===== src/hdl/ex_pkg.sv =====
//////////////////////////////////////////////////////////////////////
// shared types for the execute stage of the out-of-order core
// word and tag widths, unit and function encodings, the issue slot
// and completion entry structs, and the top level parameter defaults
// referenced by scoped name from every design file
//////////////////////////////////////////////////////////////////////
package ex_pkg;

	// default sizing of the execute stage
	localparam int N_WAY_DEF       = 2;
	localparam int MULT_STAGES_DEF = 4;
	localparam int Q_DEPTH_DEF     = 8;

	typedef logic [31:0] xlen_t;   // data word
	typedef logic [63:0] dword_t;  // full width product
	typedef logic [5:0]  tag_t;    // physical dest tag, 0 = no write
	typedef logic [31:0] inst_t;   // raw instruction word

	typedef enum logic [1:0] {
		UNIT_ALU,
		UNIT_MULT,
		UNIT_BRANCH
	} exec_unit_e;

	typedef enum logic [3:0] {
		ALU_ADD,
		ALU_SUB,
		ALU_AND,
		ALU_OR,
		ALU_XOR,
		ALU_SLT,
		ALU_SLTU,
		ALU_SLL,
		ALU_SRL,
		ALU_SRA
	} alu_func_e;

	typedef enum logic [1:0] {
		MUL,
		MULH,
		MULHSU,
		MULHU
	} mult_func_e;

	typedef enum logic [1:0] {
		OPA_IS_RS1,
		OPA_IS_NPC,
		OPA_IS_PC,
		OPA_IS_ZERO
	} opa_sel_e;

	typedef enum logic [2:0] {
		OPB_IS_RS2,
		OPB_IS_I_IMM,
		OPB_IS_S_IMM,
		OPB_IS_B_IMM,
		OPB_IS_U_IMM,
		OPB_IS_J_IMM
	} opb_sel_e;

	//////////////////////////////////////////////////////////////////////
	// one issued instruction, branch condition comes from inst funct3
	typedef struct packed {
		logic       valid;
		exec_unit_e unit;
		alu_func_e  alu_func;
		mult_func_e mult_func;
		opa_sel_e   opa_sel;
		opb_sel_e   opb_sel;
		inst_t      inst;
		xlen_t      pc;
		xlen_t      npc;
		xlen_t      rs1_value;
		xlen_t      rs2_value;
		tag_t       dest_tag;
		logic       cond_branch;
		logic       uncond_branch;
	} issue_slot_t;

	// one finished result on its way to writeback
	typedef struct packed {
		logic  valid;
		tag_t  dest_tag;
		xlen_t result;
		logic  take_branch;
		xlen_t br_target;
	} complete_t;

endpackage

===== src/hdl/operand_select.sv =====
//////////////////////////////////////////////////////////////////////
// operand muxes for one issue slot
// decodes the five immediate formats from the instruction word and
// picks operand A and B for the ALU and the branch target adder
//////////////////////////////////////////////////////////////////////
`timescale 1ns/1ps

module operand_select (
	input  ex_pkg::issue_slot_t slot,
	output ex_pkg::xlen_t       opa,
	output ex_pkg::xlen_t       opb
);

	ex_pkg::xlen_t i_imm, s_imm, b_imm, u_imm, j_imm;

	// sign extended immediates, bit 31 is always the sign
	assign i_imm = {{20{slot.inst[31]}}, slot.inst[31:20]};
	assign s_imm = {{20{slot.inst[31]}}, slot.inst[31:25], slot.inst[11:7]};
	assign b_imm = {{19{slot.inst[31]}}, slot.inst[31], slot.inst[7],
		slot.inst[30:25], slot.inst[11:8], 1'b0};
	assign u_imm = {slot.inst[31:12], 12'b0};
	assign j_imm = {{11{slot.inst[31]}}, slot.inst[31], slot.inst[19:12],
		slot.inst[20], slot.inst[30:21], 1'b0};

	always_comb begin
		case (slot.opa_sel)
			ex_pkg::OPA_IS_RS1:  opa = slot.rs1_value;
			ex_pkg::OPA_IS_NPC:  opa = slot.npc;
			ex_pkg::OPA_IS_PC:   opa = slot.pc;
			default:             opa = '0;  // OPA_IS_ZERO
		endcase
	end

	always_comb begin
		case (slot.opb_sel)
			ex_pkg::OPB_IS_RS2:   opb = slot.rs2_value;
			ex_pkg::OPB_IS_I_IMM: opb = i_imm;
			ex_pkg::OPB_IS_S_IMM: opb = s_imm;
			ex_pkg::OPB_IS_B_IMM: opb = b_imm;
			ex_pkg::OPB_IS_U_IMM: opb = u_imm;
			ex_pkg::OPB_IS_J_IMM: opb = j_imm;
			default:              opb = '0;  // unused encodings
		endcase
	end

endmodule


===== config.mk =====
export PLATFORM = sky130hd
export DESIGN_NAME = operand_select
export DESIGN_NICKNAME = d
export VERILOG_FILES = /design/src/hdl/ex_pkg.sv /design/src/hdl/operand_select.sv
export SDC_FILE = /design/constraint.sdc
export NUM_CORES = 1
export LEC_CHECK = 0
export BUFFER_PORTS_ARGS = -buffer_cell sky130_fd_sc_hd__buf_2
export CAP_MARGIN = 0
export CORE_AREA = 2 2 96 98
export DETAILED_ROUTE_END_ITERATION = 12
export DIE_AREA = 0 0 98 100
export SYNTH_ARGS = -nofsm -noshare
export SYNTH_HDL_FRONTEND = slang
export SYNTH_SLANG_ARGS = --single-unit

===== constraint.sdc =====
create_clock -name vclk -period 1.3
set_clock_uncertainty 0.05 [all_clocks]
set_input_delay 0.065 -clock vclk [all_inputs]
set_output_delay 0.065 -clock vclk [all_outputs]
set_load 0.05 [all_outputs]

### After elaboration in Yosys (flattened, before gate mapping)

Index checks and enable logic that the tools add are counted.

* flip-flop bits (word level): 0
* output and inout port bits: 64

* eq/ne operators: 7
* multiplexer cells: 2
* reduce and logical (&&, ||, !) cells: 2

Operators by type and width (count)
* $pmux W32 S6: 1
* $pmux W32 S3: 1
* $eq A3 B2 Y1 const B: 2
* $eq A3 B3 Y1 const B: 2
* $eq A3 B1 Y1 const B: 1
* $logic_not A3 Y1: 1
* $eq A2 B1 Y1 const B: 1
* $eq A2 B2 Y1 const B: 1
* $logic_not A2 Y1: 1

### Depth between registers and ports, before layout

Gate-level depths: netlist of run 1.

* depth in word-level cells: 2
* mapped depth: 6
* depth with buffers taken out: 3

### Worst setup path before layout of run 1

OpenSTA, ideal clock, no wires.

* path type: input-to-output
* start: input port slot[172] (netlist name)
* end: output port opa[0]
* arrival: 1600 ps
* path slack: -415 ps
* cell stages on the path: 4
* path buffers: 2
* cell sequence: buf_2 -> buf_4 -> mux2i_1 -> o21ai_0

* cells in the longest elaborated chain, start to end: 2
* elaborated cells between the ends (all ways): 4
* classes of those cells: eq/ne (2); mux (1); reduce/logical (1)

RTL lines
* from (decl): line operand_select.sv:9 `input ex_pkg::issue_slot_t slot,`
* $eq A2 B2 Y1 (tied with other cells): line operand_select.sv:26 `case (slot.opa_sel)`
* $pmux W32 S3 *: line operand_select.sv:26
* to (decl): line operand_select.sv:10 `output ex_pkg::xlen_t opa,`

Mark *: on every way between the ends. The rest lies on a longest branch, timed or not.

### Worst setup path after layout of run 1

* start: input port slot[169] (netlist name)
* end: output port opb[21]

* cells in the longest elaborated chain, start to end: 2
* elaborated cells between the ends (all ways): 7
* classes of those cells: eq/ne (5); mux (1); reduce/logical (1)

RTL lines
* $eq A3 B3 Y1 (tied with other cells): line operand_select.sv:35 `case (slot.opb_sel)`
* $pmux W32 S6 *: line operand_select.sv:35
* to (decl): line operand_select.sv:11 `output ex_pkg::xlen_t opb`

Marks and branches as above.

==> flow_metrics.env, run 1 <==
export IMPL_dieArea_um2=9800
export IMPL_nFlopsAndLatches=0
export IMPL_setup_viol=0
export IMPL_synth_top_family_by_area="compound AO/OA/AOI/OAI gates"
export IMPL_die_width_um=98
export IMPL_synth_xor_area_share_pct=0.651
export IMPL_critPathLaunchType="input port"
export IMPL_netlist_area_um2=1350
export IMPL_hold_slack_ps=472
export IMPL_drive_gt1_share_pct=65.3
export IMPL_avgSynthCellArea_um2=5.77
export IMPL_area_growth_pct=114
export IMPL_antenna_found_initial=0
export IMPL_cts_setup_buffers=0
export IMPL_internal_power_mw=0.548
export IMPL_crit_path_end_kind="primary output"
export IMPL_track_usage_pct=12.3
export IMPL_synth_top_area_share_pct=24.6
export IMPL_critical_path_arrival_ps=1110
export IMPL_die_h_um=100
export IMPL_swShare_pct=65.9
export IMPL_slew_viol_final=0
export IMPL_port_buffers=222
export IMPL_criticalPathCategory="in2out"
export IMPL_p_per_area_nw_per_um2=557
export IMPL_status="finished, final reports clean"
export IMPL_fin_cells=552
export IMPL_maxCapViolCount=0
export IMPL_yosysSeqAreaShare_pct=0
export IMPL_n_antenna_cell=0
export IMPL_grt_overflow_total=0
export IMPL_first_pass_iters=4
export IMPL_pin_count=246
export IMPL_fin_nets=625
export IMPL_grt_pass1_wl_um=10700
export IMPL_synth_largest_area_cell="mux2i_1"
export IMPL_postRouteAntennaNets=0
export IMPL_synthTopCellsByArea="mux2i_1 25%, o21ai_0 16%, nand2_1 14%"
export IMPL_synthAdderAreaFrac_pct=0
export IMPL_p_switching_mw=1.06
export IMPL_seqPwrFrac_pct=0
export IMPL_grt_max_degree=33
export IMPL_yosysWarnings=0
export IMPL_wl_per_cell_um=12.4
export IMPL_fp_coreArea_um2=8890
export IMPL_finalHoldViolCount=0
export IMPL_power_mw=1.61
export IMPL_place_congestion=0.815
export IMPL_min_delay_path_depth=4
export IMPL_ctsHoldBuffers=0
export IMPL_crit_required_ps=1190
export IMPL_max_freq_mhz=815
export IMPL_slew_headroom_pct=82.2
export IMPL_p_leak_nw=1.55
export IMPL_start_util_pct=15.1
export IMPL_vdd_drop_max_mv=0.292
export IMPL_place_inst=552
export IMPL_regArea_um2=0
export IMPL_drt_iter0_drc=60
export IMPL_drcViolationCount=0
export IMPL_worstMarginPinSlew_ps=268
export IMPL_dpl_hpwl_um=5610
export IMPL_post_cts_resize_count=0
export IMPL_num_rows=35
export IMPL_syn_nets=415
export IMPL_cp_max_fo=29
export IMPL_drt_total_wl_um=6820
export IMPL_syn_inst=233
export IMPL_viasPerCell=4.62
export IMPL_clkbuf_count=0
export IMPL_setup_ws_ps=72.8
export IMPL_synth_simple_area_share_pct=19.5
export IMPL_clkPwrFrac_pct=0
export IMPL_comb_power_share_pct=100.0
export IMPL_synth_most_common_cell="nand2_1"
export IMPL_min_period_over_period_pct=94.4
export IMPL_synth_cell_types=19
export IMPL_synth_compound_area_share_pct=43.7
export IMPL_synth_common_cells="50 x nand2_1, 44 x o21ai_0, 33 x mux2i_1"
export IMPL_synthMuxAreaShare_pct=24.6
export IMPL_pre_cts_ws_ps=25.5
export IMPL_min_period_ps=1230
export IMPL_vias=2549
export IMPL_hp_class="in2out"
export IMPL_grt_pass1_vias=2263
through the flow:
step	TNS, ps	utilization (%)	area [um2]
2_1_floorplan	-1030	-	1560
3_3_place_gp	0	32.2	2860
3_5_place_dp	0	32.2	2860
4_1_cts	0	32.2	2860
5_1_grt	-14.4	32.4	2880
6_report	0	32.4	2880
cell families after synthesis:
group	Yosys count
compound gates	108
mux	33
buf+inv	28
simple gates	63
xor+xnor	1
worst paths after layout:
check	start	end
setup / recovery	slot[169]	opb[21]
hold / removal	slot[96]	opa[24]
power groups by stage:
stage	clock [mW]	combinational, mW	sequential [mW]
2_1_floorplan	0	1.09	0
3_3_place_gp	0	1.58	0
3_5_place_dp	0	1.60	0
4_1_cts	0	1.60	0
5_1_grt	0	1.71	0
6_report	0	1.61	0
worst max-delay path, stage by stage:
cell and delay (ps):
buf_2 140, nor2_1 190, buf_12 200, a21oi_1 100
o22ai_2 120, buf_2 280
cells in the final DEF, fill, tap and decap left out, types with 2 or more instances in the layout:
cell / Yosys / final
buf_12: 0 / 8
nor2b_1: 4 / 3
clkbuf_4: 0 / 5
o21ai_1: 7 / 12
o21ai_2: 0 / 36
nand2_1: 50 / 50
nor2_1: 3 / 2
a21oi_1: 32 / 32
and3_1: 2 / 2
o22ai_2: 0 / 12
o21ai_0: 44 / 3
buf_4: 10 / 9
a22oi_1: 11 / 11
buf_2: 10 / 214
mux2i_1: 33 / 33
per-layer routing:
metal  GRT usage [%]  vias to the layer above  part of all wire, %
met1            16.0                     1152                   40
li1                -                     1268                    -
met4           0.748                        0                 0.95
met3           0.905                       10                  5.9
met5               0                        -                    0
met2            23.1                      119                   53
final cells by class:
class	instances	area, um2
Fill cell	983	6010
Tap cell	111	139
Timing Repair Buffer	236	1340
Multi-Input combinational cell	205	1410
Power figures use the tool's default switching activity.
==> inputs of run 2 (changes only) <==
==> config.mk (replaced) <==
export PLATFORM = sky130hd
export DESIGN_NAME = operand_select
export DESIGN_NICKNAME = d
export VERILOG_FILES = /design/src/hdl/ex_pkg.sv /design/src/hdl/operand_select.sv
export SDC_FILE = /design/constraint.sdc
export NUM_CORES = 1
export LEC_CHECK = 0
export BUFFER_PORTS_ARGS = -buffer_cell sky130_fd_sc_hd__buf_4
export CAP_MARGIN = 0
export CELL_PAD_IN_SITES_DETAIL_PLACEMENT = 1
export CELL_PAD_IN_SITES_GLOBAL_PLACEMENT = 1
export CORE_AREA = 2 2 95 97
export DETAILED_ROUTE_END_ITERATION = 12
export DIE_AREA = 0 0 97 99
export PLACE_DENSITY_LB_ADDON = 0.1
export SYNTH_ARGS = -nofsm -noshare
export SYNTH_HDL_FRONTEND = slang
export SYNTH_SLANG_ARGS = --single-unit
==> flow_metrics.env, run 2 (synthesized netlist as in run 1, its figures left out) <==
export IMPL_regArea_um2=0
export IMPL_post_route_cell_area_um2=3340
export IMPL_setup_viol=0
export IMPL_first_pass_iters=4
export IMPL_drive_gt1_share_pct=65.4
export IMPL_critPathLaunchType="input port"
export IMPL_die_width_um=97
export IMPL_postRouteAntennaNets=0
export IMPL_status="finished, final reports clean"
export IMPL_path_buf_inv=2
export IMPL_slowest_delay_ps=480
export IMPL_drcViolationCount=0
export IMPL_criticalPathCategory="in2out"
export IMPL_drt_total_wl_um=8890
export IMPL_place_congestion=0.840
export IMPL_max_freq_mhz=795
export IMPL_maxCapViolCount=0
export IMPL_critPathLaunch="slot[169]"
export IMPL_finalHoldViolCount=0
export IMPL_antenna_found_initial=0
export IMPL_dieArea_um2=9600
export IMPL_fp_coreArea_um2=8550
export IMPL_clkbuf_count=0
export IMPL_num_rows=34
export IMPL_wl_per_cell_um=16.3
export IMPL_p_leak_nw=1.69
export IMPL_grt_overflow_total=0
export IMPL_post_route_util_pct=39.1
export IMPL_postPlaceCellArea_um2=3340
export IMPL_nFlopsAndLatches=0
export IMPL_track_usage_pct=16.9
export IMPL_slew_viol_final=0
export IMPL_viasPerCell=4.73
export IMPL_grt_pass1_vias=2685
export IMPL_finalSetupTns_ps=0
export IMPL_final_cell_mix="231 x buf_4, 50 x nand2_1, 36 x o21ai_2"
export IMPL_die_h_um=99
export IMPL_p_per_area_nw_per_um2=546
export IMPL_crit_path_cell_trace="buf_4 -> nor2b_1 -> nand2_1 -> o21ai_2 -> buf_4"
export IMPL_cp_max_fo=14
export IMPL_hold_slack_ps=435
export IMPL_setup_ws_ps=42.4
export IMPL_port_buffers=222
export IMPL_min_from="slot[88]"
export IMPL_fin_nets=623
export IMPL_ctsHoldBuffers=0
export IMPL_pre_cts_ws_ps=23.7
export IMPL_worstMarginPinSlew_ps=575
export IMPL_fin_cells=547
export IMPL_crit_path_end_kind="primary output"
export IMPL_dpl_hpwl_um=7290
export IMPL_crit_path_top_delay_cell="nor2b_1"
export IMPL_place_inst=547
export IMPL_crit_family="simple AND/OR/NAND/NOR gates"
export IMPL_power_mw=1.82
export IMPL_grt_pass1_wl_um=13900
export IMPL_rsz0062_at_grt="yes"
export IMPL_slew_headroom_pct=61.6
export IMPL_min_period_over_period_pct=96.7
export IMPL_pin_count=246
export IMPL_vdd_drop_max_mv=0.189
export IMPL_hp_class="in2out"
export IMPL_crit_required_ps=1190
export IMPL_critical_path_arrival_ps=1140
export IMPL_critPathMostFrequentCell="buf_4"
export IMPL_final_common_cell="buf_4"
export IMPL_drt_iter0_drc=46
export IMPL_start_util_pct=15.7
export IMPL_grt_max_degree=31
export IMPL_min_period_ps=1260
export IMPL_vias=2590
export IMPL_n_antenna_cell=0
export IMPL_area_growth_pct=148
==> run 2: cell type report <==
class / instances / area, um2
fill: 1099 / 5210
timing repair buffer: 234 / 1790
multi-input combinational: 205 / 1410
tap: 108 / 135
==> run 2: timing repair <==
item                                    4_1_cts  5_1_grt
hold endpoints to repair                      0        0
endpoints found under the setup margin        0       22
gates resized for setup                       0        2
buffers inserted                              0        0
==> run 2: report_power, final <==
part	switching, mW	total [mW]	internal, mW
logic	1.08	1.82	0.744
registers	0	0	0
clock network	0	0	0
==> run 2: path summary, 6_finish.rpt <==
path / cells past startpoint / end
max: 5 / opb[19]
min: 4 / opa[16]
==> run 2: routing by layer <==
layer / wire length, um / global-route usage, %
met2: 4570 / 32.6
met5: 0 / 0
met3: 683 / 3.69
met1: 3640 / 20.4
met4: 0 / 0
==> inputs of run 3 (changes only) <==
--- a/config.mk
+++ b/config.mk
@@ -9,9 +9,9 @@
 export CAP_MARGIN = 0
 export CELL_PAD_IN_SITES_DETAIL_PLACEMENT = 1
 export CELL_PAD_IN_SITES_GLOBAL_PLACEMENT = 1
-export CORE_AREA = 2 2 95 97
+export CORE_AREA = 2 2 122 77
 export DETAILED_ROUTE_END_ITERATION = 12
-export DIE_AREA = 0 0 97 99
+export DIE_AREA = 0 0 124 79
 export PLACE_DENSITY_LB_ADDON = 0.1
 export SYNTH_ARGS = -nofsm -noshare
 export SYNTH_HDL_FRONTEND = slang
==> flow_metrics.env, run 3 (synthesized netlist as in run 1, its figures left out) <==
export IMPL_final_common_cell="buf_4"
export IMPL_drt_iter0_drc=61
export IMPL_min_delay_path_depth=4
export IMPL_wl_per_cell_um=15.9
export IMPL_first_pass_iters=4
export IMPL_ctsHoldBuffers=0
export IMPL_hp_class="in2out"
export IMPL_regArea_um2=0
export IMPL_fin_cells=561
export IMPL_critical_path_arrival_ps=1080
export IMPL_num_rows=27
export IMPL_postPlaceCellArea_um2=3380
export IMPL_vias=2547
export IMPL_port_buffers=222
export IMPL_min_from="slot[151]"
export IMPL_postRouteAntennaNets=0
export IMPL_start_util_pct=15.3
export IMPL_grt_max_degree=33
export IMPL_place_congestion=0.788
export IMPL_p_leak_nw=1.72
export IMPL_viasPerCell=4.54
export IMPL_min_period_ps=1190
export IMPL_clkbuf_count=0
export IMPL_n_antenna_cell=0
export IMPL_fin_nets=629
export IMPL_status="finished, final reports clean"
export IMPL_nFlopsAndLatches=0
export IMPL_vdd_drop_max_mv=0.204
export IMPL_p_per_area_nw_per_um2=543
export IMPL_hold_slack_ps=432
export IMPL_worstMarginPinSlew_ps=409
export IMPL_die_width_um=124
export IMPL_slew_headroom_pct=72.7
export IMPL_grt_pass1_wl_um=13100
export IMPL_max_freq_mhz=838
export IMPL_crit_required_ps=1190
export IMPL_min_to="opb[15]"
export IMPL_area_growth_pct=151
export IMPL_antenna_found_initial=0
export IMPL_grt_overflow_total=0
export IMPL_die_h_um=79
export IMPL_cp_max_fo=11
export IMPL_rsz0062_at_grt="no"
export IMPL_drcViolationCount=0
export IMPL_nFillCells=1108
export IMPL_drive_gt1_share_pct=65.6
export IMPL_slew_viol_final=0
export IMPL_place_inst=561
export IMPL_final_cell_mix="238 x buf_4, 50 x nand2_1, 36 x o21ai_2"
export IMPL_post_route_cell_area_um2=3380
export IMPL_min_period_over_period_pct=91.7
export IMPL_dieArea_um2=9800
export IMPL_finalHoldViolCount=0
export IMPL_crit_path_end_kind="primary output"
export IMPL_drt_total_wl_um=8920
export IMPL_pin_count=246
export IMPL_dpl_hpwl_um=7450
export IMPL_maxCapViolCount=0
export IMPL_grt_pass1_vias=2590
export IMPL_criticalPathCategory="in2out"
export IMPL_fp_coreArea_um2=8780
export IMPL_track_usage_pct=16.3
export IMPL_setup_viol=0
export IMPL_cts_setup_buffers=0
export IMPL_critPathLaunchType="input port"
[run 3: cell count changes in the layout (fill, tap and decap cells not counted)]
| cell | delta |
|---|---|
| buf_12 | -1 |
| buf_4 | +7 |
| and2_2 | -1 |
| and2_1 | +1 |
[run 3: final cells by class]
class	instances	area [um2]	area share, %
well taps	116	145	4.29
multi-input cells	205	1410	41.7
repair buffers	240	1830	54.0
[run 3: worst max path at each step]
stage	start	to	slack [ps]	cells after the start
6_report	slot[169]	opb[21]	110	5
3_3_place_gp	slot[168]	opb[20]	90	5
2_1_floorplan	slot[170]	opb[2]	-320	3
3_5_place_dp	slot[168]	opb[29]	50	5
4_1_cts	slot[168]	opb[29]	60	5
5_1_grt	slot[169]	opb[30]	20	5
[run 3: metrics by stage]
step	utilization, %	power (mW)	TNS [ps]	setup WS, ps
after floorplan	-	1.09	-1030	-323
after global placement	38.5	1.83	0	90.2
after detailed placement	38.5	1.85	0	53.7
after CTS	38.5	1.86	0	56.3
after global routing	38.5	1.95	0	20.1
final	38.5	1.84	0	107
[run 3: metal layers]
metal	wire length, um	GRT usage, %	vias to the layer above
met5	0	0	-
met4	51	1.24	0
met3	590	1.87	4
met2	4590	30.5	87
met1	3680	20.9	1180
li1	-	-	1276
[run 3: timing repair]
item | 4_1_cts | 5_1_grt
gates resized for setup | 0 | 1
endpoints found under the setup margin | 0 | 7
endpoints found under the hold margin | 0 | 0
[run 3: worst max-delay path, cell delays in order]
cell     delay [ps]
buf_4           160
and2_1          400
a21oi_1         100
o22ai_2         130
buf_4           220
[run 3: power breakdown]
group	leakage (nW)	total [mW]	switching [mW]	internal, mW
logic	1.72	1.84	1.08	0.752
registers	0	0	0	0
clock network	0	0	0	0
